===== config.mk =====
export PLATFORM = sky130hd
export DESIGN_NAME = datapath
export DESIGN_NICKNAME = d
export VERILOG_FILES = /design/src/source/datapathPkg.sv /design/src/source/busIf.sv /design/src/source/registerFile.sv /design/src/source/memoryRegs.sv /design/src/source/specialRegs.sv /design/src/source/alu.sv /design/src/source/busMux.sv /design/src/source/datapath.sv
export SDC_FILE = /design/constraint.sdc
export NUM_CORES = 2
export LEC_CHECK = 0
export BUFFER_PORTS_ARGS = -buffer_cell sky130_fd_sc_hd__buf_2
export CELL_PAD_IN_SITES_DETAIL_PLACEMENT = 2
export CELL_PAD_IN_SITES_GLOBAL_PLACEMENT = 2
export CORE_MARGIN = 2
export CORE_UTILIZATION = 42
export CTS_CLUSTER_SIZE = 14
export DETAILED_ROUTE_END_ITERATION = 12
export PLACE_DENSITY = 0.87
export SYNTH_ARGS = -nofsm -noshare
export SYNTH_HDL_FRONTEND = slang
export SYNTH_SLANG_ARGS = --single-unit
export TNS_END_PERCENT = 50

===== constraint.sdc =====
create_clock -name Clock -period 12.35 [get_ports Clock]
set_input_delay 0.6175 -clock Clock [delete_from_list [all_inputs] [get_ports Clock]]
set_output_delay 0.6175 -clock Clock [all_outputs]
set_load 0.01 [all_outputs]

===== src/source/datapathPkg.sv =====
package datapathPkg;

	// Word on the shared bus and in every 32-bit register.
	typedef logic [31:0] wordT;

	// Full product held in Z, high half first.
	typedef logic [63:0] dwordT;

	// Number of one of the sixteen general registers.
	typedef logic [3:0] regIndexT;

	// Width of the immediate constant at the bottom of IR.
	localparam int constWidth = 19;

	// ALU operations. The encodings match the instruction opcode field.
	typedef enum logic [4:0] {
		opAdd  = 5'd3,
		opSub  = 5'd4,
		opShr  = 5'd5,
		opShra = 5'd6,
		opShl  = 5'd7,
		opRor  = 5'd8,
		opRol  = 5'd9,
		opAnd  = 5'd10,
		opOr   = 5'd11,
		opMul  = 5'd15,
		opNeg  = 5'd17,
		opNot  = 5'd18
	} aluOpT;

	// Which unit drives the bus this cycle.
	typedef enum logic [4:0] {
		srcNone,
		srcReg0, srcReg1, srcReg2, srcReg3,
		srcReg4, srcReg5, srcReg6, srcReg7,
		srcReg8, srcReg9, srcReg10, srcReg11,
		srcReg12, srcReg13, srcReg14, srcReg15,
		srcHi,
		srcLo,
		srcZHigh,
		srcZLow,
		srcPc,
		srcMdr,
		srcInport,
		srcC
	} busSourceT;

endpackage


===== src/source/busIf.sv =====
`timescale 1ns/1ps

interface busIf;

	datapathPkg::wordT busData;	// The shared bus itself.
	datapathPkg::wordT regData;	// General register picked by regOut.
	datapathPkg::wordT mdrData;
	datapathPkg::wordT pcData;
	datapathPkg::wordT irData;
	datapathPkg::wordT hiData;
	datapathPkg::wordT loData;
	datapathPkg::wordT inportData;
	datapathPkg::wordT cData;	// Sign-extended constant from IR.
	datapathPkg::wordT zHigh;
	datapathPkg::wordT zLow;

	modport mux (
		input regData, mdrData, pcData, hiData, loData, inportData, cData, zHigh, zLow,
		output busData
	);
	modport regs (input busData, output regData);
	modport memory (input busData, output mdrData);
	modport special (input busData, output pcData, irData, hiData, loData, inportData, cData);
	modport alu (input busData, output zHigh, zLow);

endinterface


===== src/source/registerFile.sv =====
`timescale 1ns/1ps

module registerFile (
	input logic Clock,
	input logic rstN,
	input logic clear,
	input logic [15:0] regIn,
	input logic [15:0] regOut,
	busIf.regs bus
);

	datapathPkg::wordT regs [16];
	datapathPkg::regIndexT outIndex;

	// More than one load strobe may be high; each selected register takes the bus.
	always_ff @(posedge Clock or negedge rstN) begin
		if (!rstN) begin
			for (int i = 0; i < 16; i++) begin
				regs[i] <= '0;
			end
		end else if (clear) begin
			for (int i = 0; i < 16; i++) begin
				regs[i] <= '0;
			end
		end else begin
			for (int i = 0; i < 16; i++) begin
				if (regIn[i]) begin
					regs[i] <= bus.busData;
				end
			end
		end
	end

	// The out strobes are one-hot, so the highest set bit is the only one.
	always_comb begin
		outIndex = '0;
		for (int i = 0; i < 16; i++) begin
			if (regOut[i]) begin
				outIndex = datapathPkg::regIndexT'(i);
			end
		end
	end

	assign bus.regData = regs[outIndex];	// The mux only passes this on when a strobe is high.

endmodule


===== src/source/memoryRegs.sv =====
`timescale 1ns/1ps

module memoryRegs (
	input logic Clock,
	input logic rstN,
	input logic clear,
	input logic read,
	input logic mdrIn,
	input logic marIn,
	input datapathPkg::wordT memDataIn,
	output datapathPkg::wordT marAddr,
	busIf.memory bus
);

	datapathPkg::wordT mdr;
	datapathPkg::wordT mar;
	datapathPkg::wordT mdrNext;

	// MDR takes memory data during a read and the bus otherwise.
	assign mdrNext = read ? memDataIn : bus.busData;

	always_ff @(posedge Clock or negedge rstN) begin
		if (!rstN) begin
			mdr <= '0;
			mar <= '0;
		end else if (clear) begin
			mdr <= '0;
			mar <= '0;
		end else begin
			if (mdrIn) begin
				mdr <= mdrNext;
			end
			if (marIn) begin
				mar <= bus.busData;
			end
		end
	end

	assign bus.mdrData = mdr;
	assign marAddr = mar;

endmodule


===== src/source/specialRegs.sv =====
`timescale 1ns/1ps

module specialRegs (
	input logic Clock,
	input logic rstN,
	input logic clear,
	input logic pcIn,
	input logic irIn,
	input logic hiIn,
	input logic loIn,
	input logic inportLoad,
	input datapathPkg::wordT inportIn,
	busIf.special bus
);

	localparam int extWidth = $bits(datapathPkg::wordT) - datapathPkg::constWidth;

	datapathPkg::wordT pc;
	datapathPkg::wordT ir;
	datapathPkg::wordT hi;
	datapathPkg::wordT lo;
	datapathPkg::wordT inport;

	always_ff @(posedge Clock or negedge rstN) begin
		if (!rstN) begin
			pc <= '0;
			ir <= '0;
			hi <= '0;
			lo <= '0;
			inport <= '0;
		end else if (clear) begin
			pc <= '0;
			ir <= '0;
			hi <= '0;
			lo <= '0;
			inport <= '0;
		end else begin
			if (pcIn) pc <= bus.busData;
			if (irIn) ir <= bus.busData;
			if (hiIn) hi <= bus.busData;
			if (loIn) lo <= bus.busData;
			if (inportLoad) inport <= inportIn;	// The input port samples the pins, not the bus.
		end
	end

	assign bus.pcData = pc;
	assign bus.irData = ir;
	assign bus.hiData = hi;
	assign bus.loData = lo;
	assign bus.inportData = inport;

	// Immediate field sits in the bottom bits of the instruction.
	assign bus.cData = {{extWidth{bus.irData[datapathPkg::constWidth-1]}},
		bus.irData[datapathPkg::constWidth-1:0]};

endmodule


===== src/source/alu.sv =====
`timescale 1ns/1ps

module alu (
	input logic Clock,
	input logic rstN,
	input logic clear,
	input logic yIn,
	input logic zIn,
	input logic incPc,
	input datapathPkg::aluOpT opcode,
	busIf.alu bus
);

	datapathPkg::wordT y;
	datapathPkg::wordT b;
	datapathPkg::dwordT z;
	datapathPkg::dwordT result;
	datapathPkg::dwordT rorWide;
	datapathPkg::dwordT rolWide;
	logic signed [63:0] product;
	logic [4:0] shamt;

	assign b = bus.busData;
	assign shamt = b[4:0];	// Shift and rotate counts use only five bits.

	// Rotating a doubled copy avoids a special case for a zero count.
	assign rorWide = {y, y} >> shamt;
	assign rolWide = {y, y} << shamt;

	assign product = $signed({{32{y[31]}}, y}) * $signed({{32{b[31]}}, b});

	always_comb begin
		result = '0;
		if (incPc) begin
			result[31:0] = b + 32'd1;	// PC increment bypasses the opcode.
		end else begin
			case (opcode)
				datapathPkg::opAdd: begin
					result[31:0] = y + b;
				end
				datapathPkg::opSub: begin
					result[31:0] = y - b;
				end
				datapathPkg::opShr: begin
					result[31:0] = y >> shamt;
				end
				datapathPkg::opShra: begin
					result[31:0] = $signed(y) >>> shamt;
				end
				datapathPkg::opShl: begin
					result[31:0] = y << shamt;
				end
				datapathPkg::opRor: begin
					result[31:0] = rorWide[31:0];
				end
				datapathPkg::opRol: begin
					result[31:0] = rolWide[63:32];
				end
				datapathPkg::opAnd: begin
					result[31:0] = y & b;
				end
				datapathPkg::opOr: begin
					result[31:0] = y | b;
				end
				datapathPkg::opMul: begin
					result = product;	// The only result that fills the high half.
				end
				datapathPkg::opNeg: begin
					result[31:0] = -b;
				end
				datapathPkg::opNot: begin
					result[31:0] = ~b;
				end
				default: begin
					result = '0;
				end
			endcase
		end
	end

	always_ff @(posedge Clock or negedge rstN) begin
		if (!rstN) begin
			y <= '0;
			z <= '0;
		end else if (clear) begin
			y <= '0;
			z <= '0;
		end else begin
			if (yIn) begin
				y <= b;
			end
			if (zIn) begin
				z <= result;
			end
		end
	end

	assign bus.zHigh = z[63:32];
	assign bus.zLow = z[31:0];

endmodule


===== src/source/busMux.sv =====
`timescale 1ns/1ps

module busMux (
	input logic [15:0] regOut,
	input logic hiOut,
	input logic loOut,
	input logic zHighOut,
	input logic zLowOut,
	input logic pcOut,
	input logic mdrOut,
	input logic inportOut,
	input logic cOut,
	busIf.mux bus
);

	datapathPkg::busSourceT sel;

	// Strobes are one-hot by contract, so the order here never matters in use.
	always_comb begin
		sel = datapathPkg::srcNone;
		for (int i = 0; i < 16; i++) begin
			if (regOut[i]) begin
				sel = datapathPkg::busSourceT'(int'(datapathPkg::srcReg0) + i);
			end
		end
		if (hiOut) sel = datapathPkg::srcHi;
		if (loOut) sel = datapathPkg::srcLo;
		if (zHighOut) sel = datapathPkg::srcZHigh;
		if (zLowOut) sel = datapathPkg::srcZLow;
		if (pcOut) sel = datapathPkg::srcPc;
		if (mdrOut) sel = datapathPkg::srcMdr;
		if (inportOut) sel = datapathPkg::srcInport;
		if (cOut) sel = datapathPkg::srcC;
	end

	always_comb begin
		case (sel)
			datapathPkg::srcNone: bus.busData = '0;
			datapathPkg::srcHi: bus.busData = bus.hiData;
			datapathPkg::srcLo: bus.busData = bus.loData;
			datapathPkg::srcZHigh: bus.busData = bus.zHigh;
			datapathPkg::srcZLow: bus.busData = bus.zLow;
			datapathPkg::srcPc: bus.busData = bus.pcData;
			datapathPkg::srcMdr: bus.busData = bus.mdrData;
			datapathPkg::srcInport: bus.busData = bus.inportData;
			datapathPkg::srcC: bus.busData = bus.cData;
			default: bus.busData = bus.regData;	// Any of R0 to R15.
		endcase
	end

endmodule


===== src/source/datapath.sv =====
`timescale 1ns/1ps

module datapath (
	input logic Clock,
	input logic rstN,
	input logic clear,
	input logic read,
	input logic incPc,
	input datapathPkg::aluOpT opcode,
	input datapathPkg::wordT memDataIn,
	input datapathPkg::wordT inportIn,
	input logic [15:0] regIn,
	input logic [15:0] regOut,
	input logic hiIn,
	input logic loIn,
	input logic yIn,
	input logic zIn,
	input logic pcIn,
	input logic irIn,
	input logic marIn,
	input logic mdrIn,
	input logic inportLoad,
	input logic hiOut,
	input logic loOut,
	input logic zHighOut,
	input logic zLowOut,
	input logic pcOut,
	input logic mdrOut,
	input logic inportOut,
	input logic cOut,
	output datapathPkg::wordT busOut,
	output datapathPkg::wordT marAddr
);

	busIf dataBus ();

	registerFile regFile (
		.Clock(Clock),
		.rstN(rstN),
		.clear(clear),
		.regIn(regIn),
		.regOut(regOut),
		.bus(dataBus.regs)
	);

	memoryRegs memRegs (
		.Clock(Clock),
		.rstN(rstN),
		.clear(clear),
		.read(read),
		.mdrIn(mdrIn),
		.marIn(marIn),
		.memDataIn(memDataIn),
		.marAddr(marAddr),
		.bus(dataBus.memory)
	);

	specialRegs specRegs (
		.Clock(Clock),
		.rstN(rstN),
		.clear(clear),
		.pcIn(pcIn),
		.irIn(irIn),
		.hiIn(hiIn),
		.loIn(loIn),
		.inportLoad(inportLoad),
		.inportIn(inportIn),
		.bus(dataBus.special)
	);

	alu aluUnit (
		.Clock(Clock),
		.rstN(rstN),
		.clear(clear),
		.yIn(yIn),
		.zIn(zIn),
		.incPc(incPc),
		.opcode(opcode),
		.bus(dataBus.alu)
	);

	busMux mux (
		.regOut(regOut),
		.hiOut(hiOut),
		.loOut(loOut),
		.zHighOut(zHighOut),
		.zLowOut(zLowOut),
		.pcOut(pcOut),
		.mdrOut(mdrOut),
		.inportOut(inportOut),
		.cOut(cOut),
		.bus(dataBus.mux)
	);

	assign busOut = dataBus.busData;

endmodule


==> impl_metrics.env, run 1 <==
export IMPL_cts_buffers=91
export IMPL_worstEndpointType="sequential cell input"
export IMPL_hold_buffers=0
export IMPL_grt_usage_pct=79.1
export IMPL_synth_cell_types=116
export IMPL_syn_num_nets=10900
export IMPL_grt_start_max_net_pins=187
export IMPL_placed_area_um2=90500
export IMPL_dpl_hpwl_um=342000
export IMPL_synth_seq_cells=819
export IMPL_clock_sinks=819
export IMPL_synthTopCellsByArea="fa_1 (25%), dfrtp_1 (24%), mux2i_1 (9.4%)"
export IMPL_die_y_um=456
export IMPL_synthCells=9430
export IMPL_synth_seq_area_share_pct=23.9
export IMPL_io_pins=187
export IMPL_rows=165
export IMPL_portBuffers=186
export IMPL_synth_area_per_cell_um2=9.09
export IMPL_syn_cell_area_um2=85800
export IMPL_grt_worst_endpoint="aluUnit.z[62]$_DFFE_PN0P_/D"
export IMPL_synth_edf_count=0
export IMPL_dp_slack_ns=-0.519
export IMPL_place_congestion=1.04
export IMPL_start_util_pct=42.3
export IMPL_antenna_found_initial=143
export IMPL_grt_overflow=157
export IMPL_cts_root_buffer="clkbuf_16"
export IMPL_die_w_um=456
export IMPL_ys_warn_count=0
export IMPL_synth_area_leader_cell="fa_1"
export IMPL_error="[ERROR GRT-0232] Routing congestion too high. Check the congestion heatmap in the GUI."
export IMPL_status="aborted with a tool error"
export IMPL_synth_ff_type="dfrtp_1"
export IMPL_dpl_cell_count=11900
export IMPL_haltStage="global routing"
export IMPL_yosys_area_top_type_share_pct=25.3
export IMPL_ys_async_sr_fraction_pct=100
export IMPL_cts_max_level=3
export IMPL_cts_buffer_depth=3
-- through the flow --
| step | util (%) | setup TNS (ns) |
|---|---|---|
| 3_3_place_gp | 44.7 | 0 |
| 2_1_floorplan | - | 0 |
| 4_1_cts | 46.3 | 0 |
| 3_5_place_dp | 44.7 | -2.25 |
-- routing by layer --
metal / overflow / track usage [%]
met2: 67 / 90.6
met5: 3 / 57.4
met3: 14 / 70.9
met1: 16 / 78.7
met4: 57 / 73.5
-- cell families after synthesis --
kind of cell / after synthesis / share of synthesized area (%)
simple gates: 2943 / 14.0
flops: 819 / 23.9
mux: 866 / 10.6
buf+inv: 1865 / 8.52
fa+ha+maj: 1366 / 29.4
compound gates: 1439 / 12.2
xor+xnor: 132 / 1.35
-- synth_stat cells, types with 16 or more instances --
| cell | instances |
|---|---|
| o21a_1 | 34 |
| nand4_1 | 26 |
| o221ai_1 | 33 |
| o211ai_1 | 86 |
| nor3_1 | 82 |
| buf_2 | 73 |
| ha_1 | 282 |
| a221o_1 | 26 |
| a22oi_1 | 77 |
| and2_1 | 16 |
| mux2_2 | 27 |
| a211oi_1 | 250 |
| a32oi_1 | 19 |
| o21bai_1 | 21 |
| nand3_1 | 154 |
| buf_1 | 105 |
| dfrtp_1 | 819 |
| nor2_1 | 1583 |
| a21o_1 | 52 |
| clkbuf_1 | 525 |
| o31ai_1 | 19 |
| nand2b_1 | 26 |
| mux4_2 | 31 |
| a21oi_1 | 196 |
| and3_1 | 21 |
| nand2_1 | 912 |
| xnor2_1 | 101 |
| nor2b_1 | 21 |
| xor2_1 | 31 |
| or3_1 | 17 |
| mux2i_1 | 805 |
| o21ai_0 | 223 |
| o211ai_2 | 30 |
| fa_1 | 1084 |
| inv_1 | 1106 |
| a31oi_1 | 42 |
| o22ai_1 | 72 |
| buf_6 | 17 |
| a221oi_1 | 62 |
| nor4_1 | 26 |
-- what timing repair did --
| action | 4_1_cts |
|---|---|
| endpoints found under the setup margin | 6 |
| buffers inserted | 2 |
| pin swaps | 1 |
| gates resized for setup | 7 |
==> run 2: changes to the inputs <==
CELL_PAD_IN_SITES_DETAIL_PLACEMENT = default   (was 2)
CELL_PAD_IN_SITES_GLOBAL_PLACEMENT = default   (was 2)
CORE_UTILIZATION = 30   (was 42)
CTS_CLUSTER_SIZE = default   (was 14)
PLACE_DENSITY = default   (was 0.87)
PLACE_DENSITY_LB_ADDON = 0.15   (was default)
==> impl_metrics.env, run 2 <==
export IMPL_synth_ff_type="dfrtp_1"
export IMPL_largest_register="regFile.regs"
export IMPL_insertion_delay_ns=0.75
export IMPL_synth_edf_count=0
export IMPL_yosysMostFrequentCell="nor2_1"
export IMPL_coreArea_um2=285000
export IMPL_multi_input_area_um2=58400
export IMPL_fin_setup_tns_ns=0
export IMPL_final_util_pct=33.6
export IMPL_die_w_um=539
export IMPL_clk_pin_slew_ns=0.08
export IMPL_io_pins=187
export IMPL_dr_pass1_iters=6
export IMPL_antenna_found_initial=33
export IMPL_grt_pass1_vias=73300
export IMPL_wl_per_cell_um=30.6
export IMPL_critPathSlowestCell="a2bb2oi_2"
export IMPL_ir_drop_mv=0.103
export IMPL_rsz0062_at_grt="no"
export IMPL_status="finished clean"
export IMPL_synth_area_per_cell_um2=9.09
export IMPL_largest_registers="regFile.regs: 512 flops, aluUnit.z: 64 flops"
export IMPL_area_delta_synth_final_pct=11.4
export IMPL_die_y_um=539
export IMPL_placed_area_um2=92200
export IMPL_max_freq_ghz=0.0859
export IMPL_avgViaCountPerCell=5.49
export IMPL_largest_reg_flops=512
export IMPL_vias=72800
export IMPL_design_area_um2=95600
export IMPL_synthTopCellsByArea="fa_1 (25%), dfrtp_1 (24%), mux2i_1 (9.4%)"
export IMPL_die_area_um2=290000
export IMPL_hold_viol_final=0
export IMPL_worstPathArrival_ns=12.22
export IMPL_grt_overflow=0
export IMPL_worst_path_buf_inv=10
export IMPL_relSlewSlack_pct=14.8
export IMPL_fillCellCount=29600
export IMPL_final_cell_mix="nor2_1 (1,575), inv_1 (1,103), fa_1 (1,084)"
export IMPL_powerDensity_nw_per_um2=96.6
export IMPL_finalSetupViolCount=0
export IMPL_rrSetupSlack_ns=1.44
export IMPL_setup_ws_ns=0.708
export IMPL_clock_sinks=819
export IMPL_syn_cell_area_um2=85800
export IMPL_drv_cap=0
export IMPL_whs_ns=0.123
export IMPL_dpl_hpwl_um=302000
export IMPL_synth_cell_types=116
export IMPL_cts_max_level=3
export IMPL_synth_area_leader_cell="fa_1"
export IMPL_routed_wl_um=405000
export IMPL_grt_usage_pct=27.6
export IMPL_synth_seq_cells=819
export IMPL_cts_tree="done"
export IMPL_grt_start_max_net_pins=184
export IMPL_worstMarginPinSlew_ns=1.28
export IMPL_synth_seq_area_share_pct=23.9
export IMPL_p_leak_uw=0.0457
export IMPL_post_route_period_util_pct=94.3
export IMPL_place_congestion=0.975
export IMPL_drive_above_1_share_pct=10.4
export IMPL_crit_path_max_fanout=12
export IMPL_synthTopCellsByCount="nor2_1 (1,583), inv_1 (1,106), fa_1 (1,084)"
export IMPL_path_common_cell="fa_1"
export IMPL_synthCells=9430
export IMPL_grt_pass1_wl_um=575000
export IMPL_hp_class="in -> reg"
export IMPL_cts_buffer_depth=3
export IMPL_start_util_pct=30.1
export IMPL_rows=196
export IMPL_maxSlewViolCount=0
export IMPL_drt_initial_drc_count=7355
export IMPL_required_ns=12.93
export IMPL_final_common_cell="nor2_1"
export IMPL_critical_path_max_stage_delay_ns=0.59
export IMPL_skew_ns=0.0721
export IMPL_crit_path_start_kind="primary input"
export IMPL_ys_warn_count=0
export IMPL_ant_nets=0
export IMPL_syn_num_nets=10900
export IMPL_fin_nets=10900
export IMPL_min_period_ns=11.64
export IMPL_critPathCaptureType="flop"
export IMPL_crit_type="in -> reg"
export IMPL_post_cts_setup_buffers=0
export IMPL_yosys_area_top_type_share_pct=25.3
export IMPL_critical_path_top_delay_family="compound AO/OA/AOI/OAI gates"
export IMPL_dp_slack_ns=-0.00654
export IMPL_seq_area_um2=20500
export IMPL_ys_async_sr_fraction_pct=100
export IMPL_drc=0
export IMPL_cts_buffers=95
export IMPL_portBuffers=186
export IMPL_cts_root_buffer="clkbuf_16"
[run 2: cell counts after synthesis]
No cell type changed its count.
[run 2: what timing repair did]
action                                 4_1_cts  5_1_grt
endpoints found under the hold margin       12        0
hold buffers                                 1        0
setup endpoints to repair                    0        1
resized for setup                            0        1
[run 2: layout make-up]
type,instances,share of cell area (%)
Antenna cell,10,0.0262
Clock buffer,139,2.91
Clock inverter,34,0.517
Inverter,1131,4.45
Multi-Input combinational cell,6746,61.1
Sequential cell,819,21.5
Tap cell,3762,4.93
Timing Repair Buffer,612,4.63
[run 2: final timing paths]
| check | start | end | depth (start not counted) |
|---|---|---|---|
| setup / recovery | regOut[2] | aluUnit.z[63] | 40 |
| hold / removal | inportIn[20] | specRegs.bus.inportData[20] | 3 |
| setup reg to reg | memRegs.bus.mdrData[5] | aluUnit.z[63] | 35 |
| hold reg to reg | aluUnit.z[60] | aluUnit.z[60] | 2 |
| max in group asynchronous | rstN | aluUnit.y[4] | 4 |
| min in group asynchronous | rstN | regFile.regs[124] | 2 |
[run 2: where the power goes]
part / switching (uW) / internal (uW) / leakage [uW] / total, uW
Sequential: 105 / 2810 / 0.0111 / 2910
Combinational: 2270 / 1020 / 0.0330 / 3290
Clock: 1290 / 1740 / 0.00160 / 3030
Total: 3660 / 5570 / 0.0457 / 9230
[run 2: metal layers]
metal | wire length, um | up-vias | GRT usage, %
met1 | 182000 | 38200 | 39.5
met5 | 123 | - | 0
met2 | 177000 | 3080 | 41.7
met3 | 28500 | 569 | 4.31
li1 | - | 31000 | -
met4 | 17800 | 16 | 10.2
[run 2: metrics by stage]
step / std cells / power (uW)
floorplan: 9430 / 4780
finish: 13300 / 9230
CTS: 13200 / 9260
detailed placement: 13100 / 6190
global placement: 13100 / 6180
global route: 13200 / 9620
[run 2: worst reg2reg max path, delay by kind of cell (launching register included)]
kind	cells	cell delay, ns
xor gates and xnor gates	1	0.13
adders and majority gates	9	4.24
buffers and inverters	8	1.10
AOI/OAI and AO/OA	15	4.33
and+or+nand+nor	2	0.64
DFF	1	0.38
[run 2: cells by family (layout without fill, tap and decap cells)]
logic type                 Yosys count  after routing  synth area share (%)
other                                0             10                     0
xor gates and xnor gates           132            132                  1.35
buffers and inverters             1865           1916                  8.52
adders and majority gates         1366           1366                  29.4
muxes                              866            866                  10.6
and+or+nand+nor                   2943           2943                  14.0
DFF                                819            819                  23.9
AOI/OAI and AO/OA                 1439           1439                  12.2
Note: power is estimated with default switching activity, not from simulation.
